`src/hw/img_filter_pkg.sv`:
```
package img_filter_pkg;

	// Active frame size, the zero border is not counted
	localparam int img_width = 6;
	localparam int img_height = 4;

	// Padded row length, also the depth of each row pipeline
	localparam int row_depth = img_width + 2;

	localparam int kernel_size = 3;
	localparam int num_coefs = kernel_size * kernel_size;

	// One row is written while the others are read
	localparam int num_row_bufs = kernel_size + 1;
	localparam int buf_idx_w = 2;

	// Pixels are unsigned
	localparam int pixel_w = 8;
	localparam int pixel_max = (1 << pixel_w) - 1;

	// Signed coefficients, packed with coefficient k at bits [k*coef_w +: coef_w]
	// k runs row-major from the top-left tap
	localparam int coef_w = 8;
	localparam int shift_w = 3;

	// Unsigned pixel times signed coefficient, sign bit added for the pixel
	localparam int prod_w = pixel_w + coef_w + 1;

	// Nine products summed with headroom
	localparam int acc_w = 20;

	// Config port map, 0..8 are coefficients
	localparam int cfg_addr_w = 4;
	localparam int cfg_shift_addr = 9;

endpackage

```
`src/hw/filter.sv`:
```
`timescale 1ns/1ns

module filter (
	input  logic clk,
	input  logic reset,
	input  logic i_pixel_valid,
	input  logic [img_filter_pkg::pixel_w-1:0] i_pixel,
	input  logic [img_filter_pkg::num_coefs*img_filter_pkg::coef_w-1:0] i_coefs,
	input  logic [img_filter_pkg::shift_w-1:0] i_shift,
	output logic o_valid,
	output logic o_frame_done,
	output logic [img_filter_pkg::pixel_w-1:0] o_data
);
	import img_filter_pkg::*;

	// Circular row pipelines, one padded row each
	logic [pixel_w-1:0] pipe [num_row_bufs][row_depth];
	logic [num_row_bufs-1:0] wr_en;

	// Index of the pipeline being written
	logic [buf_idx_w-1:0] buf_idx;
	logic [buf_idx_w-1:0] top_idx;
	logic [buf_idx_w-1:0] mid_idx;

	// Position in the padded frame
	logic [$clog2(row_depth)-1:0] col_cnt;
	logic [$clog2(img_height + 2)-1:0] rows_done;
	logic [$clog2(kernel_size)-1:0] rows_ready;
	logic row_end;
	logic last_row;

	// Window stage
	logic win_adv;
	logic win_valid;
	logic frame_end;
	logic frame_done;
	logic [kernel_size*pixel_w-1:0] taps;

	// Convolver result
	logic conv_valid;
	logic conv_done;
	logic signed [acc_w-1:0] conv_data;

	assign row_end = (col_cnt == row_depth - 1);
	// rows_done counts finished rows, so it also names the row being written
	assign last_row = (rows_done == img_height + 1);

	// Two newest complete rows, the incoming pixel is the bottom tap
	assign top_idx = buf_idx - buf_idx_w'(kernel_size - 1);
	assign mid_idx = buf_idx - buf_idx_w'(1);

	always_ff @(posedge clk) begin
		if (reset) begin
			col_cnt <= '0;
			rows_done <= '0;
			rows_ready <= '0;
			buf_idx <= '0;
			wr_en <= num_row_bufs'(1);
			win_adv <= 1'b0;
			win_valid <= 1'b0;
			frame_end <= 1'b0;
			frame_done <= 1'b0;
		end else begin
			win_adv <= i_pixel_valid;
			// Done trails the last window by one cycle
			frame_done <= frame_end;
			frame_end <= i_pixel_valid && row_end && last_row;

			// Result only where the window is centered on an active pixel
			win_valid <= i_pixel_valid
				&& (rows_ready == kernel_size - 1)
				&& (col_cnt >= kernel_size - 1)
				&& !frame_end;

			if (i_pixel_valid) begin
				if (row_end) begin
					col_cnt <= '0;
					// Next pipeline takes the next row
					wr_en <= {wr_en[num_row_bufs-2:0], wr_en[num_row_bufs-1]};
					buf_idx <= buf_idx + 1'b1;
					if (last_row) begin
						// Back to start for the next frame
						rows_done <= '0;
						rows_ready <= '0;
					end else begin
						rows_done <= rows_done + 1'b1;
						if (rows_ready < kernel_size - 1) begin
							rows_ready <= rows_ready + 1'b1;
						end
					end
				end else begin
					col_cnt <= col_cnt + 1'b1;
				end
			end
		end
	end

	// Row pipelines move only on accepted pixels
	// Enabled one takes the input, the rest recirculate their tail
	always_ff @(posedge clk) begin
		if (reset) begin
			for (int i = 0; i < num_row_bufs; i++) begin
				for (int j = 0; j < row_depth; j++) begin
					pipe[i][j] <= '0;
				end
			end
		end else if (i_pixel_valid) begin
			for (int i = 0; i < num_row_bufs; i++) begin
				pipe[i][0] <= wr_en[i] ? i_pixel : pipe[i][row_depth - 1];
				for (int j = 1; j < row_depth; j++) begin
					pipe[i][j] <= pipe[i][j - 1];
				end
			end
		end
	end

	// Crossbar, tails are column-aligned with the incoming pixel
	always_ff @(posedge clk) begin
		if (i_pixel_valid) begin
			taps <= {pipe[top_idx][row_depth - 1], pipe[mid_idx][row_depth - 1], i_pixel};
		end
	end

	kernel_convolver u_convolver (
		.clk       (clk),
		.reset     (reset),
		.i_advance (win_adv),
		.i_valid   (win_valid),
		.i_done    (frame_done),
		.i_taps    (taps),
		.i_coefs   (i_coefs),
		.i_shift   (i_shift),
		.o_valid   (conv_valid),
		.o_done    (conv_done),
		.o_data    (conv_data)
	);

	// Clamp to the pixel range
	always_ff @(posedge clk) begin
		if (conv_data < 0) begin
			o_data <= '0;
		end else if (conv_data > pixel_max) begin
			o_data <= pixel_w'(pixel_max);
		end else begin
			o_data <= conv_data[pixel_w-1:0];
		end
	end

	always_ff @(posedge clk) begin
		if (reset) begin
			o_valid <= 1'b0;
			o_frame_done <= 1'b0;
		end else begin
			o_valid <= conv_valid;
			o_frame_done <= conv_done;
		end
	end

	// Exactly one pipeline written at a time
	// The written one is also the one the crossbar counts back from
	wr_en_onehot: assert property (
		@(posedge clk) disable iff (reset)
		$onehot(wr_en) && wr_en[buf_idx]
	) else $error("row pipeline write enable not one-hot or out of step with buf_idx");

endmodule

```
`src/hw/img_filter_top.sv`:
```
`timescale 1ns/1ns

module img_filter_top (
	input  logic clk,
	input  logic reset,
	input  logic i_cfg_req,
	input  logic [img_filter_pkg::cfg_addr_w-1:0] i_cfg_addr,
	input  logic signed [img_filter_pkg::coef_w-1:0] i_cfg_wdata,
	input  logic i_pixel_valid,
	input  logic [img_filter_pkg::pixel_w-1:0] i_pixel,
	output logic o_cfg_ack,
	output logic o_valid,
	output logic o_frame_done,
	output logic [img_filter_pkg::pixel_w-1:0] o_data
);
	import img_filter_pkg::*;

	// Kernel settings, static while a frame streams
	logic [num_coefs*coef_w-1:0] coefs;
	logic [shift_w-1:0] shift;

	kernel_config u_kernel_config (
		.clk         (clk),
		.reset       (reset),
		.i_cfg_req   (i_cfg_req),
		.i_cfg_addr  (i_cfg_addr),
		.i_cfg_wdata (i_cfg_wdata),
		.o_cfg_ack   (o_cfg_ack),
		.o_coefs     (coefs),
		.o_shift     (shift)
	);

	filter u_filter (
		.clk           (clk),
		.reset         (reset),
		.i_pixel_valid (i_pixel_valid),
		.i_pixel       (i_pixel),
		.i_coefs       (coefs),
		.i_shift       (shift),
		.o_valid       (o_valid),
		.o_frame_done  (o_frame_done),
		.o_data        (o_data)
	);

endmodule

```
`src/hw/kernel_config.sv`:
```
`timescale 1ns/1ns

module kernel_config (
	input  logic clk,
	input  logic reset,
	input  logic i_cfg_req,
	input  logic [img_filter_pkg::cfg_addr_w-1:0] i_cfg_addr,
	input  logic signed [img_filter_pkg::coef_w-1:0] i_cfg_wdata,
	output logic o_cfg_ack,
	output logic [img_filter_pkg::num_coefs*img_filter_pkg::coef_w-1:0] o_coefs,
	output logic [img_filter_pkg::shift_w-1:0] o_shift
);
	import img_filter_pkg::*;

	// Coefficient registers, row-major from top-left
	logic signed [coef_w-1:0] coef_q [num_coefs];

	// Four-phase slave side
	// Write happens once, on the first edge with req high and ack low
	always_ff @(posedge clk) begin
		if (reset) begin
			o_cfg_ack <= 1'b0;
			o_shift <= '0;
			for (int k = 0; k < num_coefs; k++) begin
				coef_q[k] <= '0;
			end
		end else if (i_cfg_req && !o_cfg_ack) begin
			o_cfg_ack <= 1'b1;
			if (i_cfg_addr < cfg_shift_addr) begin
				coef_q[i_cfg_addr] <= i_cfg_wdata;
			end else if (i_cfg_addr == cfg_shift_addr) begin
				// Only the low bits carry the shift
				o_shift <= i_cfg_wdata[shift_w-1:0];
			end
			// Higher addresses still get their ack
		end else if (!i_cfg_req && o_cfg_ack) begin
			// Master released req, close the handshake
			o_cfg_ack <= 1'b0;
		end
	end

	// Pack for the filter
	always_comb begin
		for (int k = 0; k < num_coefs; k++) begin
			o_coefs[k*coef_w +: coef_w] = coef_q[k];
		end
	end

	// Master must hold req until the ack arrives
	req_held_for_ack: assert property (
		@(posedge clk) disable iff (reset)
		(i_cfg_req && !o_cfg_ack) |=> i_cfg_req
	) else $error("cfg req dropped before ack");

endmodule

```
`src/hw/kernel_convolver.sv`:
```
`timescale 1ns/1ns

module kernel_convolver (
	input  logic clk,
	input  logic reset,
	input  logic i_advance,
	input  logic i_valid,
	input  logic i_done,
	input  logic [img_filter_pkg::kernel_size*img_filter_pkg::pixel_w-1:0] i_taps,
	input  logic [img_filter_pkg::num_coefs*img_filter_pkg::coef_w-1:0] i_coefs,
	input  logic [img_filter_pkg::shift_w-1:0] i_shift,
	output logic o_valid,
	output logic o_done,
	output logic signed [img_filter_pkg::acc_w-1:0] o_data
);
	import img_filter_pkg::*;

	// Window, [row][col] with row 0 on top and col 0 the oldest column
	logic [pixel_w-1:0] window [kernel_size][kernel_size];
	logic win_valid;
	logic win_done;

	// Stage one
	logic signed [prod_w-1:0] prod [num_coefs];
	logic prod_valid;
	logic prod_done;

	// Sum of the registered products
	logic signed [acc_w-1:0] acc_sum;

	// The window moves on every accepted pixel, also on border columns,
	// so the two older columns are right when a result is due
	always_ff @(posedge clk) begin
		if (i_advance) begin
			for (int r = 0; r < kernel_size; r++) begin
				for (int c = 0; c < kernel_size - 1; c++) begin
					window[r][c] <= window[r][c + 1];
				end
				// Top row sits in the upper slice of the tap bus
				window[r][kernel_size - 1] <=
					i_taps[(kernel_size - 1 - r)*pixel_w +: pixel_w];
			end
		end
	end

	// Products, pixel widened with a zero sign bit
	always_ff @(posedge clk) begin
		for (int k = 0; k < num_coefs; k++) begin
			prod[k] <= $signed({1'b0, window[k / kernel_size][k % kernel_size]})
				* $signed(i_coefs[k*coef_w +: coef_w]);
		end
	end

	always_comb begin
		acc_sum = '0;
		for (int k = 0; k < num_coefs; k++) begin
			acc_sum = acc_sum + acc_w'(prod[k]);
		end
	end

	// Stage two, arithmetic shift keeps the sign for the clamp
	always_ff @(posedge clk) begin
		o_data <= acc_sum >>> i_shift;
	end

	// Flags run beside the data and never stall
	always_ff @(posedge clk) begin
		if (reset) begin
			win_valid <= 1'b0;
			win_done <= 1'b0;
			prod_valid <= 1'b0;
			prod_done <= 1'b0;
			o_valid <= 1'b0;
			o_done <= 1'b0;
		end else begin
			win_valid <= i_valid;
			win_done <= i_done;
			prod_valid <= win_valid;
			prod_done <= win_done;
			o_valid <= prod_valid;
			o_done <= prod_done;
		end
	end

	// Filter spaces done one cycle behind the last window
	done_apart_from_valid: assert property (
		@(posedge clk) disable iff (reset)
		!(o_valid && o_done)
	) else $error("convolver done overlaps a valid result");

endmodule

```
`config.mk`:
```
export PLATFORM = sky130hd
export DESIGN_NAME = img_filter_top
export DESIGN_NICKNAME = d
export VERILOG_FILES = /design/src/hw/img_filter_pkg.sv /design/src/hw/filter.sv /design/src/hw/img_filter_top.sv /design/src/hw/kernel_config.sv /design/src/hw/kernel_convolver.sv
export SDC_FILE = /design/constraint.sdc
export NUM_CORES = 2
export LEC_CHECK = 0
export BUFFER_PORTS_ARGS = -buffer_cell sky130_fd_sc_hd__buf_2
export CAP_MARGIN = 20
export CORE_MARGIN = 10
export CORE_UTILIZATION = 40
export DETAILED_ROUTE_END_ITERATION = 8
export PLACE_DENSITY = 0.67
export SLEW_MARGIN = 20
export SYNTH_ARGS = -nofsm -noshare
export SYNTH_HDL_FRONTEND = slang
export SYNTH_SLANG_ARGS = --single-unit
```
`constraint.sdc`:
```
create_clock -name clk -period 5.21 [get_ports clk]
set_input_delay 1.042 -clock clk [delete_from_list [all_inputs] [get_ports clk]]
set_output_delay 1.042 -clock clk [all_outputs]
set_load 0.03 [all_outputs]
```
==> flow_metrics.tcl <==
set metrics [dict create \
    slowest_delay_ps 570 \
    grt-ovfl-total 0 \
    wl_per_cell_um 17.1 \
    synth_cell_types 60 \
    netlist_area_mm2 0.0443 \
    firstDrtPassIters 5 \
    grt_max_degree 130 \
    slew_viol_final 0 \
    clock_skew_ps 24.7 \
    multi_input_area_mm2 0.0247 \
    crit_path_end_kind "flop" \
    ys_warn_count 0 \
    synth_cells 3925 \
    insertion_delay_ps 640 \
    cts.clk_slew.worst_paths_ps 60 \
    yosysSeqAreaShare_pct 38.3 \
    grt_pass1_vias 27922 \
    holdPathStages 0 \
    drc 0 \
    max_freq_mhz 200 \
    io_pins 35 \
    wl_um 94900 \
    place_hpwl_um 72300 \
    fin_ws_ps 199 \
    grt_pass1_wl_um 154000 \
    cts_tree "yes" \
    synth_ff_type "edfxtp_1" \
    crit_path_cell_trace "fa_1 > fa_1 > fa_1 > inv_1 > fa_1 > inv_1 > ha_2 > inv_1 > fa_1 > nor2b_2 > o31a_1 > o221a_4 > mux2i_4 > nand2_2 > mux4_2 > mux2_2" \
    synth-seq-cells 635 \
    synth_top_area_share_pct 28.7 \
    status "completed" \
    preCtsSetupSlack_ps 76.3 \
    synth.avg_cell_area_um2 11.3 \
    nFillCells 10171 \
    synthTopCellsByArea "edfxtp_1, fa_1, ha_1, dfxtp_1, and2_1" \
    via_per_inst 4.80 \
    htree_levels 3 \
    die_w_um 353 \
    antenna_found_initial 21 \
    cap_violations 0 \
    die_y_um 353 \
    cp.required_ps 5720 \
    numCtsBuffers 69 \
    critPathLaunchType "flop" \
    clockBufferDepth 3 \
    crit_top_cell "fa_1" \
    setup_viol 0 \
    start_util_pct 40.2 \
    core_mm2 0.110 \
    grt_use_total_pct 15.5 \
    vias 26719 \
    hold_class "reg2reg" \
    fin_nets 4901 \
    gp_congestion 0.889 \
    hold_viol 0 \
    crit_slowest_cell "fa_1" \
    r2r.worst_path.cells 16 \
    synth-edff-count 424 \
    period_share_pct 96.2 \
    numPortBuffers 34 \
    area_growth_syn_to_layout_pct 10.5 \
    crit_fanout 4 \
    ff_latch_area_mm2 0.0170 \
    worst_pin_slew_ps 1000 \
    slew_headroom_pct 33.1 \
    cts_root_buffer "clkbuf_16" \
    critPathKind "reg2reg" \
    cts.sinks 635 \
    period_needed_ps 5010 \
    cp_data_arrival_time_ps 5530 \
    rows 122 \
    postRouteAntennaNets 0 \
    synth_largest_area_cell "edfxtp_1" \
    drive_gt1_share_pct 6.15 \
    drtIter0Drc 1823 \
    async_flop_share_pct 0 \
    syn_nets 4814 \
    dieArea_mm2 0.125 \
]
cells in the final DEF (no fill, tap or decap), types with 7 or more instances in the layout:
cell type and count:
inv_1 671, and2_1 606, fa_1 454, edfxtp_1 424, ha_1 409, nand2_1 264
dfxtp_1 210, nor2_1 158, a21oi_1 102, xnor2_1 98, clkbuf_16 73, nand2b_1 63
mux2i_1 57, buf_4 38, nor3_1 36, buf_2 34, nor2b_1 31, a21o_1 29
o21ai_0 28, nand3_1 26, xor2_1 24, mux4_2 18, o21bai_1 14, or2_2 13
o21a_1 12, clkbuf_1 10, diode_2 9, o41ai_1 9, o211ai_1 9, clkinv_2 9
a31o_2 8, or3_1 8, a41o_1 7, mux2_2 7
cell usage after synthesis (3+ instances only):
| cell type | number |
|---|---|
| nor2_1 | 158 |
| and2_1 | 606 |
| a41o_1 | 7 |
| a31o_2 | 8 |
| o21bai_1 | 14 |
| or3_1 | 8 |
| o21ai_0 | 30 |
| xnor2_1 | 99 |
| ha_1 | 411 |
| edfxtp_1 | 424 |
| o22ai_1 | 3 |
| inv_1 | 671 |
| a21oi_1 | 102 |
| a31oi_1 | 5 |
| nand2b_1 | 63 |
| mux4_2 | 18 |
| nand3b_1 | 3 |
| nor3_1 | 37 |
| nand2_1 | 265 |
| xor2_1 | 25 |
| clkbuf_1 | 50 |
| and3_1 | 3 |
| mux2_2 | 7 |
| a2111oi_0 | 3 |
| fa_1 | 454 |
| buf_1 | 6 |
| a21o_1 | 29 |
| o21a_1 | 12 |
| dfxtp_1 | 211 |
| mux2i_1 | 58 |
| nand4_1 | 3 |
| nor4_1 | 5 |
| nand3_1 | 26 |
| o211ai_1 | 9 |
| nor3b_1 | 3 |
| a211oi_1 | 5 |
| o41ai_1 | 9 |
| a41oi_1 | 4 |
| nor2b_1 | 32 |
| or2_2 | 14 |
path summary, 6_finish.rpt:
kind                                     start  slack, ps                                end
max reg2reg  u_filter.u_convolver.prod[0][104]        200     u_filter.u_convolver.o_data[8]
min reg2reg                   u_filter.taps[5]        420  u_filter.u_convolver.window[2][5]
max          u_filter.u_convolver.prod[0][104]        200     u_filter.u_convolver.o_data[8]
min                           u_filter.taps[5]        420  u_filter.u_convolver.window[2][5]
repair_timing:
| item | in CTS | in global routing |
|---|---|---|
| hold buffers | 0 | 0 |
| setup endpoints to repair | 0 | 10 |
| setup buffers | 0 | 1 |
| endpoints found under the hold margin | 0 | 0 |
| gates resized for setup | 0 | 16 |
routing by layer:
layer | routed length, µm | global-route usage, %
met5 | 44 | 0
met2 | 44200 | 25.2
met4 | 2180 | 3.78
met1 | 43700 | 21.5
met3 | 4860 | 2.31
cell type report:
class / count / share of cell area (%)
sequential: 635 / 34.6
inverter: 673 / 5.16
antenna: 9 / 0.0460
clock buffer: 84 / 3.83
timing repair buffer: 75 / 1.05
clock inverter: 42 / 1.05
multi-input combinational: 2558 / 50.4
tap: 1488 / 3.80
cells by family after synthesis:
family / synth area share (%)
adders and majority gates: 32.1
DFF: 38.3
AOI/OAI and AO/OA: 3.76
buffers and inverters: 6.21
xor gates and xnor gates: 2.45
and+or+nand+nor: 14.8
muxes: 2.40
registers in the layout, indices dropped and copies added (netlist names), 2 cells and up:
signal / flops
u_filter.pipe: 256
u_filter.u_convolver.prod: 153
u_filter.u_convolver.window: 72
u_kernel_config.coef_q: 72
u_filter.taps: 24
u_filter.u_convolver.o_data: 20
u_filter.o_data: 8
u_filter.wr_en: 4
u_filter.col_cnt: 3
u_filter.rows_done: 3
u_kernel_config.o_shift: 3
u_filter.buf_idx: 2
u_filter.rows_ready: 2
worst max-delay path: cells and delay by family (launching register included):
kind | cells | cell delay [ps]
buffers and inverters | 3 | 180
muxes | 3 | 1000
and+or+nand+nor | 2 | 230
AOI/OAI and AO/OA | 2 | 490
adders and majority gates | 6 | 2670
DFF | 1 | 320
stage by stage:
| stage | hold WS [ps] | setup TNS, ps | util, % | std cells | area (µm²) |
|---|---|---|---|---|---|
| after CTS | 418 | 0 | 44.3 | 5554 | 48900 |
| after floorplan | 391 | 0 | - | 3925 | 44300 |
| after global placement | 401 | 0 | 42.1 | 5428 | 46500 |
| after global routing | 427 | -3.39 | 44.4 | 5558 | 49000 |
| after detailed placement | 405 | 0 | 42.1 | 5428 | 46500 |
| final | 417 | 0 | 44.4 | 5564 | 49000 |
Power is left out: the tool's default activity adds up to more than one toggle a clock period on the data nets, which glitch-free logic cannot reach.
